<file path="config.mk">
export PLATFORM = sky130hd
export DESIGN_NAME = wb_host
export DESIGN_NICKNAME = d
export VERILOG_FILES = /design/src/common/wbh_pkg.sv /design/src/wb_host.sv /design/src/wbh_slave_port.sv /design/src/wbh_reg/wbh_reg.sv /design/src/wbh_master_port.sv
export SDC_FILE = /design/constraint.sdc
export NUM_CORES = 1
export LEC_CHECK = 0
export BUFFER_PORTS_ARGS = -buffer_cell sky130_fd_sc_hd__buf_2
export CAP_MARGIN = 25
export CORE_UTILIZATION = 54
export DETAILED_ROUTE_END_ITERATION = 7
export PLACE_DENSITY = 0.79
export RECOVER_POWER = 50
export SLEW_MARGIN = 25
export SYNTH_ARGS = -nofsm -noshare
export SYNTH_HDL_FRONTEND = slang
export SYNTH_SLANG_ARGS = --single-unit
export TNS_END_PERCENT = 50
</file>
<file path="constraint.sdc">
create_clock -name wbm_clk_i -period 11.5 [get_ports wbm_clk_i]
set_input_delay 1.725 -clock wbm_clk_i [delete_from_list [all_inputs] [get_ports wbm_clk_i]]
set_output_delay 1.725 -clock wbm_clk_i [all_outputs]
set_load 0.005 [all_outputs]
</file>
<file path="src/common/wbh_pkg.sv">
// shared widths, request and response structs and register map for the wishbone host bridge
package wbh_pkg;

    // ----------------------------------------
    // bus widths
    // ----------------------------------------
    typedef logic [31:0] wb_addr_t;    // byte address
    typedef logic [31:0] wb_data_t;    // data word
    typedef logic [3:0]  wb_sel_t;     // byte enables
    typedef logic [15:0] bank_sel_t;   // upper address bank
    typedef logic [2:0]  reg_idx_t;    // local reg index, adr[4:2]

    // registered request from the input side, 69 bits
    typedef struct packed {
        logic     we;
        wb_addr_t adr;
        wb_data_t dat;
        wb_sel_t  sel;
    } wb_req_t;

    // response back to the input side, 34 bits
    typedef struct packed {
        wb_data_t dat;
        logic     ack;
        logic     err;
    } wb_rsp_t;

    // outgoing cycle fsm
    typedef enum logic [1:0] {
        SLV_IDLE,
        SLV_BUSY,
        SLV_DONE    // response pulse cycle
    } slv_state_e;

    // ----------------------------------------
    // address map
    // ----------------------------------------
    localparam int LOCAL_SEL_BIT_DEF = 19;   // adr bit that picks the local regs
    localparam int BANK_LSB          = 3;    // bank bits 15:3 form the upper address

    localparam reg_idx_t REG_GLBL_CTRL  = 3'd0;
    localparam reg_idx_t REG_BANK_SEL   = 3'd1;
    localparam reg_idx_t REG_SKEW_CTRL1 = 3'd2;
    localparam reg_idx_t REG_SKEW_CTRL2 = 3'd3;

    localparam bank_sel_t BANK_SEL_RST = 16'h1000;

endpackage
</file>
<file path="src/wb_host.sv">
// top level of the wishbone host bridge, ties the master port, local regs and slave port together
`timescale 1ns/1ps

module wb_host #(
    parameter int LOCAL_SEL_BIT = wbh_pkg::LOCAL_SEL_BIT_DEF
) (
    input  logic              wbm_clk_i,
    input  logic              s_reset_n,

    // master side, wishbone classic
    input  logic              wbm_cyc_i,
    input  logic              wbm_stb_i,
    input  wbh_pkg::wb_addr_t wbm_adr_i,
    input  logic              wbm_we_i,
    input  wbh_pkg::wb_data_t wbm_dat_i,
    input  wbh_pkg::wb_sel_t  wbm_sel_i,
    output wbh_pkg::wb_data_t wbm_dat_o,
    output logic              wbm_ack_o,
    output logic              wbm_err_o,

    // slave side, same clock
    output logic              wbs_cyc_o,
    output logic              wbs_stb_o,
    output wbh_pkg::wb_addr_t wbs_adr_o,
    output logic              wbs_we_o,
    output wbh_pkg::wb_data_t wbs_dat_o,
    output wbh_pkg::wb_sel_t  wbs_sel_o,
    input  wbh_pkg::wb_data_t wbs_dat_i,
    input  logic              wbs_ack_i,
    input  logic              wbs_err_i,

    // config outputs from the local regs
    output logic              wbd_int_rst_n_o,
    output wbh_pkg::wb_data_t cfg_clk_skew_ctrl1_o,
    output wbh_pkg::wb_data_t cfg_clk_skew_ctrl2_o
);

    wbh_pkg::wb_req_t   req;        // registered request, shared
    logic               reg_req;    // local access pulse
    logic               ext_req;    // forwarded access pulse
    wbh_pkg::wb_rsp_t   reg_rsp;
    wbh_pkg::wb_rsp_t   ext_rsp;
    wbh_pkg::bank_sel_t bank_sel;
    wbh_pkg::wb_rsp_t   wbs_rsp;    // slave answer bundled

    assign wbs_rsp = '{dat: wbs_dat_i, ack: wbs_ack_i, err: wbs_err_i};

    // ----------------------------------------
    // input side
    // ----------------------------------------
    wbh_master_port #(
        .LOCAL_SEL_BIT (LOCAL_SEL_BIT)
    ) u_master (
        .wbm_clk_i (wbm_clk_i),
        .s_reset_n (s_reset_n),
        .wbm_cyc_i (wbm_cyc_i),
        .wbm_stb_i (wbm_stb_i),
        .wbm_adr_i (wbm_adr_i),
        .wbm_we_i  (wbm_we_i),
        .wbm_dat_i (wbm_dat_i),
        .wbm_sel_i (wbm_sel_i),
        .wbm_dat_o (wbm_dat_o),
        .wbm_ack_o (wbm_ack_o),
        .wbm_err_o (wbm_err_o),
        .reg_rsp_i (reg_rsp),
        .ext_rsp_i (ext_rsp),
        .req_o     (req),
        .reg_req_o (reg_req),
        .ext_req_o (ext_req)
    );

    // local control regs, bank select feeds the slave port
    wbh_reg u_reg (
        .wbm_clk_i            (wbm_clk_i),
        .s_reset_n            (s_reset_n),
        .reg_req_i            (reg_req),
        .req_i                (req),
        .reg_rsp_o            (reg_rsp),
        .bank_sel_o           (bank_sel),
        .wbd_int_rst_n_o      (wbd_int_rst_n_o),
        .cfg_clk_skew_ctrl1_o (cfg_clk_skew_ctrl1_o),
        .cfg_clk_skew_ctrl2_o (cfg_clk_skew_ctrl2_o)
    );

    // ----------------------------------------
    // output side
    // ----------------------------------------
    wbh_slave_port #(
        .LOCAL_SEL_BIT (LOCAL_SEL_BIT)
    ) u_slave (
        .wbm_clk_i  (wbm_clk_i),
        .s_reset_n  (s_reset_n),
        .ext_req_i  (ext_req),
        .req_i      (req),
        .bank_sel_i (bank_sel),
        .wbs_dat_i  (wbs_rsp.dat),
        .wbs_ack_i  (wbs_rsp.ack),
        .wbs_err_i  (wbs_rsp.err),
        .ext_rsp_o  (ext_rsp),
        .wbs_cyc_o  (wbs_cyc_o),
        .wbs_stb_o  (wbs_stb_o),
        .wbs_adr_o  (wbs_adr_o),
        .wbs_we_o   (wbs_we_o),
        .wbs_dat_o  (wbs_dat_o),
        .wbs_sel_o  (wbs_sel_o)
    );

endmodule

</file>
<file path="src/wbh_slave_port.sv">
// output stage of the host bridge, builds the banked address and runs the outgoing wishbone cycle
`timescale 1ns/1ps

module wbh_slave_port #(
    parameter int LOCAL_SEL_BIT = wbh_pkg::LOCAL_SEL_BIT_DEF
) (
    input  logic               wbm_clk_i,
    input  logic               s_reset_n,
    input  logic               ext_req_i,    // one-cycle launch pulse
    input  wbh_pkg::wb_req_t   req_i,
    input  wbh_pkg::bank_sel_t bank_sel_i,
    input  wbh_pkg::wb_data_t  wbs_dat_i,
    input  logic               wbs_ack_i,
    input  logic               wbs_err_i,
    output wbh_pkg::wb_rsp_t   ext_rsp_o,
    output logic               wbs_cyc_o,
    output logic               wbs_stb_o,
    output wbh_pkg::wb_addr_t  wbs_adr_o,
    output logic               wbs_we_o,
    output wbh_pkg::wb_data_t  wbs_dat_o,
    output wbh_pkg::wb_sel_t   wbs_sel_o
);

    // mask for the pass-through address bits below the decode bit
    localparam wbh_pkg::wb_addr_t LOW_MASK =
        (wbh_pkg::wb_addr_t'(1) << LOCAL_SEL_BIT) - wbh_pkg::wb_addr_t'(1);

    wbh_pkg::slv_state_e state;
    wbh_pkg::wb_addr_t   ext_adr;      // bank joined to low address
    logic                launch;
    logic                done;         // slave answered this cycle
    logic                cyc_q;
    wbh_pkg::wb_addr_t   adr_q;
    logic                we_q;
    wbh_pkg::wb_data_t   dat_q;
    wbh_pkg::wb_sel_t    sel_q;
    logic                rsp_ack_q;
    logic                rsp_err_q;
    wbh_pkg::wb_data_t   rsp_dat_q;

    // bank bits 15:BANK_LSB go on top, request bits below the decode bit underneath
    assign ext_adr = ((wbh_pkg::wb_addr_t'(bank_sel_i) >> wbh_pkg::BANK_LSB) << LOCAL_SEL_BIT)
                   | (req_i.adr & LOW_MASK);

    assign launch = (state == wbh_pkg::SLV_IDLE) & ext_req_i;
    assign done   = (state == wbh_pkg::SLV_BUSY) & (wbs_ack_i | wbs_err_i);

    // ----------------------------------------
    // cycle fsm
    // ----------------------------------------
    always_ff @(posedge wbm_clk_i) begin
        if (!s_reset_n) begin
            state     <= wbh_pkg::SLV_IDLE;
            cyc_q     <= 1'b0;
            rsp_ack_q <= 1'b0;
            rsp_err_q <= 1'b0;
        end else begin
            rsp_ack_q <= 1'b0;    // response is a single pulse
            rsp_err_q <= 1'b0;
            case (state)
                wbh_pkg::SLV_IDLE: begin
                    if (launch) begin
                        cyc_q <= 1'b1;
                        state <= wbh_pkg::SLV_BUSY;
                    end
                end
                wbh_pkg::SLV_BUSY: begin
                    if (done) begin                            // drop cyc on the answer edge
                        cyc_q     <= 1'b0;
                        rsp_ack_q <= wbs_ack_i & ~wbs_err_i;   // err wins
                        rsp_err_q <= wbs_err_i;
                        state     <= wbh_pkg::SLV_DONE;
                    end
                end
                wbh_pkg::SLV_DONE: begin
                    state <= wbh_pkg::SLV_IDLE;   // response on the port this cycle
                end
                default: begin
                    cyc_q <= 1'b0;
                    state <= wbh_pkg::SLV_IDLE;
                end
            endcase
        end
    end

    // ----------------------------------------
    // outgoing payload and read data
    // ----------------------------------------
    always_ff @(posedge wbm_clk_i) begin
        if (launch) begin
            adr_q <= ext_adr;     // held for the whole cycle
            we_q  <= req_i.we;
            dat_q <= req_i.dat;
            sel_q <= req_i.sel;
        end
        if (done) begin
            rsp_dat_q <= wbs_dat_i;
        end
    end

    assign wbs_cyc_o = cyc_q;
    assign wbs_stb_o = cyc_q;     // classic, one beat per cycle
    assign wbs_adr_o = adr_q;
    assign wbs_we_o  = we_q;
    assign wbs_dat_o = dat_q;
    assign wbs_sel_o = sel_q;

    assign ext_rsp_o = '{dat: rsp_dat_q, ack: rsp_ack_q, err: rsp_err_q};

endmodule

</file>
<file path="src/wbh_reg/wbh_reg.sv">
// local control and status registers of the host bridge, byte-enabled writes, fixed one-cycle ack
`timescale 1ns/1ps

module wbh_reg (
    input  logic               wbm_clk_i,
    input  logic               s_reset_n,
    input  logic               reg_req_i,     // one-cycle access pulse
    input  wbh_pkg::wb_req_t   req_i,
    output wbh_pkg::wb_rsp_t   reg_rsp_o,
    output wbh_pkg::bank_sel_t bank_sel_o,
    output logic               wbd_int_rst_n_o,
    output wbh_pkg::wb_data_t  cfg_clk_skew_ctrl1_o,
    output wbh_pkg::wb_data_t  cfg_clk_skew_ctrl2_o
);

    wbh_pkg::reg_idx_t  reg_idx;
    logic               wr_en;
    wbh_pkg::wb_data_t  glbl_ctrl;     // bit 0 is the internal reset
    wbh_pkg::bank_sel_t bank_sel;
    wbh_pkg::wb_data_t  skew_ctrl1;
    wbh_pkg::wb_data_t  skew_ctrl2;
    wbh_pkg::wb_data_t  rd_data;
    wbh_pkg::wb_data_t  rsp_dat_q;
    logic               rsp_ack_q;

    // merge write data into the old value per byte lane
    function automatic wbh_pkg::wb_data_t be_merge(
        input wbh_pkg::wb_data_t cur,
        input wbh_pkg::wb_data_t wdata,
        input wbh_pkg::wb_sel_t  sel
    );
        wbh_pkg::wb_data_t res;
        res = cur;
        for (int i = 0; i < 4; i++) begin
            if (sel[i]) begin
                res[i*8 +: 8] = wdata[i*8 +: 8];
            end
        end
        return res;
    endfunction

    assign reg_idx = req_i.adr[4:2];
    assign wr_en   = reg_req_i & req_i.we;

    // ----------------------------------------
    // register file
    // ----------------------------------------
    always_ff @(posedge wbm_clk_i) begin
        if (!s_reset_n) begin
            glbl_ctrl  <= '0;
            bank_sel   <= wbh_pkg::BANK_SEL_RST;
            skew_ctrl1 <= '0;
            skew_ctrl2 <= '0;
        end else if (wr_en) begin
            case (reg_idx)
                wbh_pkg::REG_GLBL_CTRL: begin
                    glbl_ctrl <= be_merge(glbl_ctrl, req_i.dat, req_i.sel);
                end
                wbh_pkg::REG_BANK_SEL: begin     // only the lower two lanes exist
                    bank_sel <= wbh_pkg::bank_sel_t'(be_merge(
                        wbh_pkg::wb_data_t'(bank_sel), req_i.dat, req_i.sel));
                end
                wbh_pkg::REG_SKEW_CTRL1: begin
                    skew_ctrl1 <= be_merge(skew_ctrl1, req_i.dat, req_i.sel);
                end
                wbh_pkg::REG_SKEW_CTRL2: begin
                    skew_ctrl2 <= be_merge(skew_ctrl2, req_i.dat, req_i.sel);
                end
                default: begin
                    // unused index, write dropped
                end
            endcase
        end
    end

    // read mux, holes read zero
    always_comb begin
        case (reg_idx)
            wbh_pkg::REG_GLBL_CTRL:  rd_data = glbl_ctrl;
            wbh_pkg::REG_BANK_SEL:   rd_data = wbh_pkg::wb_data_t'(bank_sel);
            wbh_pkg::REG_SKEW_CTRL1: rd_data = skew_ctrl1;
            wbh_pkg::REG_SKEW_CTRL2: rd_data = skew_ctrl2;
            default:                 rd_data = '0;
        endcase
    end

    // ----------------------------------------
    // response, one cycle after the request
    // ----------------------------------------
    always_ff @(posedge wbm_clk_i) begin
        if (!s_reset_n) begin
            rsp_ack_q <= 1'b0;
        end else begin
            rsp_ack_q <= reg_req_i;
        end
    end

    always_ff @(posedge wbm_clk_i) begin
        if (reg_req_i) begin
            rsp_dat_q <= rd_data;    // value before any write in this cycle
        end
    end

    assign reg_rsp_o = '{dat: rsp_dat_q, ack: rsp_ack_q, err: 1'b0};

    assign bank_sel_o           = bank_sel;
    assign wbd_int_rst_n_o      = glbl_ctrl[0];
    assign cfg_clk_skew_ctrl1_o = skew_ctrl1;
    assign cfg_clk_skew_ctrl2_o = skew_ctrl2;

endmodule

</file>
<file path="src/wbh_master_port.sv">
// input stage of the host bridge, registers master requests, decodes them and returns responses
`timescale 1ns/1ps

module wbh_master_port #(
    parameter int LOCAL_SEL_BIT = wbh_pkg::LOCAL_SEL_BIT_DEF
) (
    input  logic              wbm_clk_i,
    input  logic              s_reset_n,
    input  logic              wbm_cyc_i,
    input  logic              wbm_stb_i,
    input  wbh_pkg::wb_addr_t wbm_adr_i,
    input  logic              wbm_we_i,
    input  wbh_pkg::wb_data_t wbm_dat_i,
    input  wbh_pkg::wb_sel_t  wbm_sel_i,
    output wbh_pkg::wb_data_t wbm_dat_o,
    output logic              wbm_ack_o,
    output logic              wbm_err_o,
    input  wbh_pkg::wb_rsp_t  reg_rsp_i,   // local reg answer
    input  wbh_pkg::wb_rsp_t  ext_rsp_i,   // slave port answer
    output wbh_pkg::wb_req_t  req_o,
    output logic              reg_req_o,
    output logic              ext_req_o
);

    logic              stb_in;        // cyc qualified strobe
    logic              rsp_busy;      // ack/err in flight, block repeats
    logic              req_pending;
    logic              pending_d;
    logic              req_pulse;     // one per master cycle
    logic              is_local;
    logic              rsp_ack;
    logic              rsp_err;
    wbh_pkg::wb_data_t rsp_dat;
    wbh_pkg::wb_req_t  req_q;

    assign stb_in   = wbm_cyc_i & wbm_stb_i;
    assign rsp_busy = wbm_ack_o | wbm_err_o | rsp_ack | rsp_err;

    // ----------------------------------------
    // request capture
    // ----------------------------------------
    always_ff @(posedge wbm_clk_i) begin
        if (stb_in && !rsp_busy) begin    // master holds these until ack
            req_q.we  <= wbm_we_i;
            req_q.adr <= wbm_adr_i;
            req_q.dat <= wbm_dat_i;
            req_q.sel <= wbm_sel_i;
        end
    end

    assign req_o = req_q;

    // decode once, on the registered address
    assign is_local  = req_q.adr[LOCAL_SEL_BIT];
    assign reg_req_o = req_pulse & is_local;
    assign ext_req_o = req_pulse & ~is_local;

    // pick the answering side, local regs never err
    assign rsp_ack = is_local ? reg_rsp_i.ack : ext_rsp_i.ack;
    assign rsp_err = is_local ? 1'b0          : ext_rsp_i.err;
    assign rsp_dat = is_local ? reg_rsp_i.dat : ext_rsp_i.dat;

    // ----------------------------------------
    // control and response registers
    // ----------------------------------------
    always_ff @(posedge wbm_clk_i) begin
        if (!s_reset_n) begin
            req_pending <= 1'b0;
            pending_d   <= 1'b0;
            req_pulse   <= 1'b0;
            wbm_ack_o   <= 1'b0;
            wbm_err_o   <= 1'b0;
            wbm_dat_o   <= '0;
        end else begin
            req_pending <= stb_in & ~rsp_busy;       // drops once the answer is back
            pending_d   <= req_pending;
            req_pulse   <= req_pending & ~pending_d; // rising edge only
            wbm_ack_o   <= rsp_ack;
            wbm_err_o   <= rsp_err;
            if (rsp_ack) begin
                wbm_dat_o <= rsp_dat;                // last read data stays on the bus
            end
        end
    end

endmodule

</file>
== Word-level counts from Yosys, hierarchy flattened ==
Cells that the tools add are included.
Storage, ports and cells
  output and inout port bits: 170
  input bits: 107
  bits in registers: 345
  logic and storage cells: 92
Cells by class
  reductions and logical operators: 21
  bitwise gates (word level): 19
  eq/ne operators: 7
  multiplexer cells: 10
Operators by type and width (count)
  one-hot mux 32 bit (4 select lines): 1
  AND reduction 3 bit: 16
  2-to-1 mux 32 bit: 1
  OR 32 x 19 -> 32 bit: 1
  bitwise AND 1 bit: 9
  equality test 3 x 2 -> 1 bit (second input constant): 2
  NOT 1 bit: 5
  2-to-1 mux 1 bit: 4
  2-to-1 mux 2 bit: 2
  inequality test 2 x 1 -> 1 bit (second input constant): 2
  OR 1 bit: 4
  one-hot mux 2 bit (2 select lines): 1
  equality test 3 x 1 -> 1 bit (second input constant): 1
  zero test 3 bit: 1
  one-hot mux 1 bit (3 select lines): 1
  equality test 2 x 1 -> 1 bit (second input constant): 1
  equality test 2 bit (second input constant): 1
  zero test 2 bit: 1
  AND reduction 2 bit: 1
  logical AND 1 bit: 1
  zero test 1 bit: 1

== Depth between registers and ports, before layout ==
Gate-level depths: netlist of run 1.
  word-level depth: 5
  gate-level depth with buffers: 5
  depth with buffers taken out: 3

== Hierarchy ==
Synthesis of run 1 repeated with hierarchy kept, for this count alone.
Second synthesis, totals
  cell total of the unflattened synthesis: 890
  area, all modules: 13095.1 um2
By module, submodules not included
  wbh_reg: area an instance 6073.3 um2, sequential area each 3223.1 um2, instances 1, cells each 538
  wbh_master_port: area an instance 3771.1 um2, sequential area each 2812.7 um2, instances 1, cells each 228
  wbh_slave_port: area an instance 3250.6 um2, sequential area each 3133.0 um2, instances 1, cells each 124

== Least setup slack after synthesis of run 1 ==
OpenSTA, ideal clock, no wires.
  kind: register to register
  start point: register u_master.req_q, in the netlist u_master.req_o[55]
  end point: register u_slave.adr_q[0], in the netlist u_slave.wbs_adr_o[0], enable pin
  data arrival time: 7.853 ns
  setup time: 0.698 ns
  required time: 10.802 ns
  path slack: 2.949 ns
  clock period less this slack: 8.551 ns
  buffers on the path: 1
  cell stages (with the launch flop): 3
  cell sequence: edfxtp_1 buf_4 nor4b_1
Between the ends
  cells in the longest elaborated chain, start to end: 3
Ends and longest elaborated chain
  start, declared: line wbh_master_port.sv:34  | wbh_pkg::wb_req_t req_q;
  NOT 1 bit: line wbh_master_port.sv:56  | assign ext_req_o = req_pulse & ~is_local;
  bitwise AND 1 bit: line wbh_master_port.sv:56
  bitwise AND 1 bit: line wbh_slave_port.sv:45  | assign launch = (state == wbh_pkg::SLV_IDLE) & ext_req_i;
  net u_slave.launch: line wbh_slave_port.sv:30  | logic launch;
  end signal, assigned: line wbh_slave_port.sv:91  | adr_q <= ext_adr;
  end, declared: line wbh_slave_port.sv:33  | wbh_pkg::wb_addr_t adr_q;
The timed path passes the listed nets, and every way through them passes these cells.
A chain may end at the register's enable or synchronous reset.

==> results of run 1 <==
==> cell families after synthesis <==
group,after synthesis,synth area share
AOI/OAI and AO/OA,51,0.03310
buffers and inverters,51,0.01684
DFF,345,0.6976
muxes,177,0.1563
and+or+nand+nor,267,0.09622
==> worst reg2reg max path, cell delays in order, from the launching register on <==
cell      delay [ps]
edfxtp_1         320
clkbuf_1        2000
mux2_2           490
buf_4            320
nor3_2           240
buf_4            660
==> path summary, 6_finish.rpt <==
kind                                   endpoint  depth (start not counted)               start
setup / recovery  u_reg.cfg_clk_skew_ctrl2_o[5]                          4           s_reset_n
hold / removal               u_master.req_pulse                          1  u_master.pending_d
setup reg to reg             u_master.req_o[51]                          5  u_master.req_o[55]
hold reg to reg              u_master.req_pulse                          1  u_master.pending_d
==> final cells by class <==
type / count / area (um2)
Timing Repair Buffer: 273 / 1365
Multi-Input combinational cell: 495 / 3618
Sequential cell: 345 / 8808
Clock buffer: 47 / 963.4
Fill cell: 1639 / 7417
Tap cell: 313 / 391.6
Clock inverter: 15 / 211.5
Antenna cell: 1 / 2.502
==> layout by cell type, fill, tap and decap left out, types with 2 or more instances in the layout <==
| cell | count |
|---|---|
| a21oi_1 | 18 |
| and2_1 | 5 |
| and3_1 | 2 |
| buf_2 | 260 |
| buf_4 | 4 |
| bufinv_16 | 5 |
| clkbuf_1 | 19 |
| clkbuf_16 | 37 |
| clkinv_1 | 3 |
| clkinv_2 | 2 |
| clkinvlp_4 | 3 |
| dfxtp_1 | 155 |
| edfxtp_1 | 190 |
| mux2i_1 | 160 |
| mux4_2 | 16 |
| nand2_1 | 193 |
| nand4_1 | 4 |
| nor2_1 | 2 |
| nor2_2 | 8 |
| nor2b_1 | 23 |
| nor3_2 | 5 |
| o211a_1 | 32 |
| or2_2 | 16 |
| or4b_1 | 2 |
==> power by group <==
group          internal (mW)  switching [mW]
sequential              1.31         0.00708
combinational         0.0245          0.0413
clock                  0.703           0.448
total                   2.04           0.497
==> flip-flops by register name, indices dropped and copies added, names as in the netlist, 2 cells and up <==
register                    count
u_slave.state                   2
u_reg.rsp_dat_q                32
u_master.wbm_dat_o             32
u_slave.rsp_dat_q              32
u_slave.wbs_sel_o               4
u_master.req_o                 57
u_reg.bank_sel_o               16
u_reg.cfg_clk_skew_ctrl2_o     32
u_reg.cfg_clk_skew_ctrl1_o     32
u_slave.wbs_dat_o              32
u_reg.glbl_ctrl                32
u_slave.wbs_adr_o              32
==> routing by layer <==
| layer | part of all wire | GRT usage | vias up |
|---|---|---|---|
| met3 | 0.063 | 0.04178 | 47 |
| met1 | 0.45 | 0.3269 | 3776 |
| met2 | 0.47 | 0.3717 | 266 |
| met5 | 0.00079 | 0 | - |
| met4 | 0.022 | 0.07261 | 4 |
| li1 | - | - | 3721 |
==> reports/qor.csv, run 1 <==
metric,value,unit
Final Hold Viols,0,
Placed Area,0.01422,mm2
post-DR wirelength/cell,18.74,um
post-CTS setup buffers,0,
setup TNS,0,ps
die height,154.9,um
"delay-heaviest family, CP",buffers and inverters,
DIE AREA,0.02400,mm2
# DRC,0,
"Top FF cell, synth",edfxtp_1,
die width,154.9,um
Mapped Area,0.01263,mm2
Yosys top cell area share,0.4518,
post-synth top area cell,edfxtp_1,
total track usage,0.2331,
vias per std cell,5.248,
Final Slew Violations,310,
most common library cells after synthesis,"nand2_1 (193), edfxtp_1 (190), mux2i_1 (160)",
unrepaired setup endpoints after global routing,false,
CTS tree,yes,
Layout area overhead,21.65,%
largest net degree at the start of global routing,97,
failing checks,"capacitance limit, slew limit",
power per cell area,165.2,mW/mm2
GRT Residual Overflow,0,
CP endpoint kind,register,
number of flops mapped to enable cells by yosys,190,
Worst VDD drop,0.1318,mV
# hold bufs at CTS,0,
crit path time final,5728,ps
CTS Buffer Depth,3,
Final Instance Area,0.01536,mm2
post-synthesis sequential area ratio,0.6976,
Post-synth ARST share,0,
Root Buffer,clkbuf_16,
H-tree depth,2,
First-pass DRT Iterations,5,
Iter 0 DRT Violations,529,
syn nets,998,
"Clk Latency, worst-skew pair",500,ps
crit-path cells,clkbuf_1 -> buf_4 -> nand2_1 -> mux2i_1,
gpl congestion,0.8511,
# setup viols final,0,
vias in the first global route,7633,
Port Buffer Count,264,
Tightest Pin Transition,4081,ps
clock transition at the registers of the reported paths,60,ps
#FFs+latches synth,345,
Yosys cell types,28,
Final HPWL DP,17990,um
# clock sinks,345,
dpl cells,1426,
CP peak stage delay,2800,ps
Hold Path Class,reg -> reg,
number of I/O pins,277,
initial antenna violation count,4,
Vias,7814,
Num CTS Buffers,35,
Fin Hold WS,387.8,ps
status,finished with violations,
Post-DRT Antenna Nets,0,
Mapped Avg Cell Area,14.17,um2
layout cells sized above 1,0.3072,
Power Total,2.538,mW
nets,1257,
global-route wire length before repair,42610,um
synth warn,0,
final core utilization,0.6744,
critical path class,in -> reg,
initial cell density of the core,0.5544,
slew margin rel.,-1.721,
Max Cap Viol,7,
Layout Cells excl Fill,1489,
Synth area leaders,"edfxtp_1 (45%), dfxtp_1 (25%), mux2i_1 (13%)",
Final WS setup,5772,ps
Setup Skew,11.15,ps
maximum fanout along the worst path,96,
cell count after synthesis,891,
Worst Path Required,11910,ps
Placement Rows,55,
Static Leak,6.358,nW
Achievable Freq,174.6,MHz
# resized after CTS,0,
"setup slack, reg-to-reg",7040,ps
WL final,27910,um
core box area,0.02278,mm2
CP Launch Type,input port,
Crit-path slowest cell,clkbuf_1,
Crit path buffers/inverters,2,
"Data arrival, critical path",6140,ps
most common cell in the netlist,nand2_1,
worst slack at placement,7845,ps
final period utilization,0.4981,
No activity file was read; power rests on OpenSTA's default activity.
==> inputs of run 2 (changes only) <==
--- a/config.mk
+++ b/config.mk
@@ -5,6 +5,7 @@
 export SDC_FILE = /design/constraint.sdc
 export NUM_CORES = 1
 export LEC_CHECK = 0
+export ABC_AREA = 1
 export BUFFER_PORTS_ARGS = -buffer_cell sky130_fd_sc_hd__buf_2
 export CAP_MARGIN = 25
 export CORE_UTILIZATION = 54
==> constraint.sdc (replaced) <==
create_clock -name wbm_clk_i -period 5.85 [get_ports wbm_clk_i]
set_input_delay 0.8775 -clock wbm_clk_i [delete_from_list [all_inputs] [get_ports wbm_clk_i]]
set_output_delay 0.8775 -clock wbm_clk_i [all_outputs]
set_load 0.005 [all_outputs]
==> run 2 against run 1 <==
Clock skew up 3.2 ps. Critical path depth unchanged. Power up 97%. Setup slack worse by 3700 ps. The flow still finishes with violations (capacitance limit, slew limit). Via count up 24%. Final cell count up 27%. Synthesized cell count up 46%. Largest cell class unchanged. Clock-buffer cell count down 1.
==> reports/qor.csv, run 2 <==
metric,value,unit
die width,155.4,um
critical path class,in -> reg,
busiest grt layer,met2,
core box area,0.02285,mm2
switching share of total power,0.2013,
post-synth top area cell,edfxtp_1,
Seq pwr share,0.520,
setup TNS,0,ps
# clock sinks,345,
number of I/O pins,277,
mux share of post-synthesis cell area,0,
Post-synth ARST share,0,
clock transition at the registers of the reported paths,60,ps
number of flops mapped to enable cells by yosys,190,
Final Slew Violations,174,
die height,155.4,um
vias in the first global route,8827,
largest net degree at the start of global routing,83,
Reg2Reg Depth,4,
most frequent cells in the layout,"nand2_1 (336), nor2_1 (312), buf_2 (193)",
Iter 0 DRT Violations,805,
Final Hold Viols,0,
post-synthesis adder-cell area fraction,0,
clock network fraction of total power,0.451,
post-synthesis xor/xnor area fraction,0,
most common cell in the netlist,nand2_1,
failing checks,"capacitance limit, slew limit",
nets,1661,
Levels on crit path,4,
Psw,1.004,mW
Mapped Area,0.01271,mm2
Yosys top cell area share,0.4489,
Vias,9727,
Placement Rows,55,
number of flip-flops in the largest register,57,
power per cell area,325.0,mW/mm2
vias per std cell,5.133,
DIE AREA,0.02416,mm2
global-route wire length before repair,47380,um
Achievable Freq,261.4,MHz
H-tree depth,2,
# DRC,0,
Static Leak,6.435,nW
status,finished with violations,
Num CTS Buffers,36,
Worst Path Required,6280,ps
unrepaired setup endpoints after global routing,false,
post-DR wirelength/cell,16.33,um
layout cells sized above 1,0.1671,
GR Util met2,0.3810,
Hold Path Class,reg -> reg,
"commonest non-fill, non-tap cell in the layout",nand2_1,
dpl cells,1829,
slew margin rel.,-0.9001,
met3 usage,0.05125,
CP Launch Type,input port,
Layout fillers,1834,
"delay-heaviest family, CP",buffers and inverters,
Tightest Pin Transition,2850,ps
# hold bufs at CTS,0,
"Top FF cell, synth",edfxtp_1,
Max Cap Viol,4,
synth warn,0,
maximum fanout along the worst path,82,
Final HPWL DP,20070,um
Worst VDD drop,0.2617,mV
Layout area overhead,20.80,%
Fin Hold WS,385.0,ps
"Clk Latency, worst-skew pair",500,ps
#FFs+latches synth,345,
Root Buffer,clkbuf_16,
CP peak stage delay,1970,ps
post-CTS setup buffers,0,
initial antenna violation count,2,
hold depth,1,
Mapped Avg Cell Area,9.770,um2
WL final,30950,um
GRT Residual Overflow,0,
crit path time final,3826,ps
final period utilization,0.6540,
post-synthesis sequential area ratio,0.6930,
# resized after CTS,0,
Synth area leaders,"edfxtp_1 (45%), dfxtp_1 (24%), nand2_1 (9.9%)",
crit-path cells,clkbuf_1 -> buf_4 -> o21ai_0 -> nor2_1,
cell count after synthesis,1301,
syn nets,1408,
M1 GR Usage,0.3641,
"Data arrival, critical path",4250,ps
CTS tree,yes,
# setup viols final,0,
CP endpoint kind,register,
Logic pwr share,0.029,
Post-DRT Antenna Nets,0,
total track usage,0.2519,
Yosys cell types,16,
most common library cells after synthesis,"nand2_1 (336), nor2_1 (317), edfxtp_1 (190)",
Crit path buffers/inverters,2,
Int Power,3.986,mW
Layout Cells excl Fill,1895,
Port Buffer Count,264,
First-pass DRT Iterations,5,
initial cell density of the core,0.5564,
largest family of logic cells by synthesized area,simple AND/OR/NAND/NOR gates,
Setup Skew,14.31,ps
Simple-Gate Fraction of Synth Area,0.2573,
Crit-path slowest cell,clkbuf_1,
CTS Buffer Depth,3,
compound-gate portion of the synthesized area,0.01378,
gpl congestion,0.8451,
==> run 2: cell count changes after synthesis, moves of 16 or more <==
cell / change
o211a_1: -32
mux4_2: -16
inv_1: +46
a21oi_1: -16
nor2b_1: -24
or2_2: -16
mux2i_1: -160
nor2_1: +315
nand2_1: +143
nand3_1: +134
o21ai_0: +33
nand4_1: +17
==> run 2: per-stage QoR <==
stage	power [mW]	setup slack [ps]	util	instance area, um2
2_1_floorplan	2.720	1992	-	12710
3_3_place_gp	2.782	3277	0.6247	14270
3_5_place_dp	2.787	3190	0.6252	14290
4_1_cts	5.020	3195	0.6763	15450
5_1_grt	5.126	1818	0.6721	15350
6_report	4.990	2024	0.6721	15350
==> run 2: worst reg2reg max path, delay by kind of cell, from the launching register on <==
| family | cells | cell delay [ps] |
|---|---|---|
| flops | 1 | 360 |
| buf+inv | 3 | 2530 |
| simple gates | 1 | 210 |
==> run 2: worst paths after layout <==
path,slack [ps],start,endpoint
worst min register to register,390,u_master.pending_d,u_master.req_pulse
worst min-delay path,390,u_master.pending_d,u_master.req_pulse
worst max-delay path,2020,s_reset_n,u_master.wbm_dat_o[8]
worst max register to register,2330,u_master.req_o[55],u_reg.rsp_dat_q[19]
==> run 2: power by group through the flow <==
stage          combinational (mW)  clock (mW)  sequential (mW)
2_1_floorplan              0.0766           0             2.64
3_3_place_gp                0.137           0             2.65
3_5_place_dp                0.140           0             2.65
4_1_cts                     0.141        2.28             2.59
5_1_grt                     0.157        2.37             2.60
6_report                    0.143        2.25             2.59
==> run 2: area by class of cell <==
type	instances	area [um2]	share of cell area
Inverter	49	187.7	0.01222
Multi-Input combinational cell	846	3483	0.2269
Antenna cell	2	5.005	0.0003259
Clock buffer	46	979.7	0.06380
Tap cell	313	391.6	0.02551
Timing Repair Buffer	276	1311	0.08540
Sequential cell	345	8808	0.5737
Clock inverter	18	187.7	0.01222
==> run 2: cells by family (layout without fill, tap and decap cells) <==
| family | Yosys count | after routing |
|---|---|---|
| AND/OR/NAND/NOR | 811 | 811 |
| flip-flops | 345 | 345 |
| buffers and inverters | 110 | 389 |
| AO/OA/AOI/OAI | 35 | 35 |
| other | 0 | 2 |
==> run 2: routing by layer <==
| metal | share of wire | vias to the layer above |
|---|---|---|
| li1 | - | 4762 |
| met1 | 0.44 | 4469 |
| met2 | 0.45 | 434 |
| met3 | 0.089 | 62 |
| met4 | 0.028 | 0 |
| met5 | 0 | - |
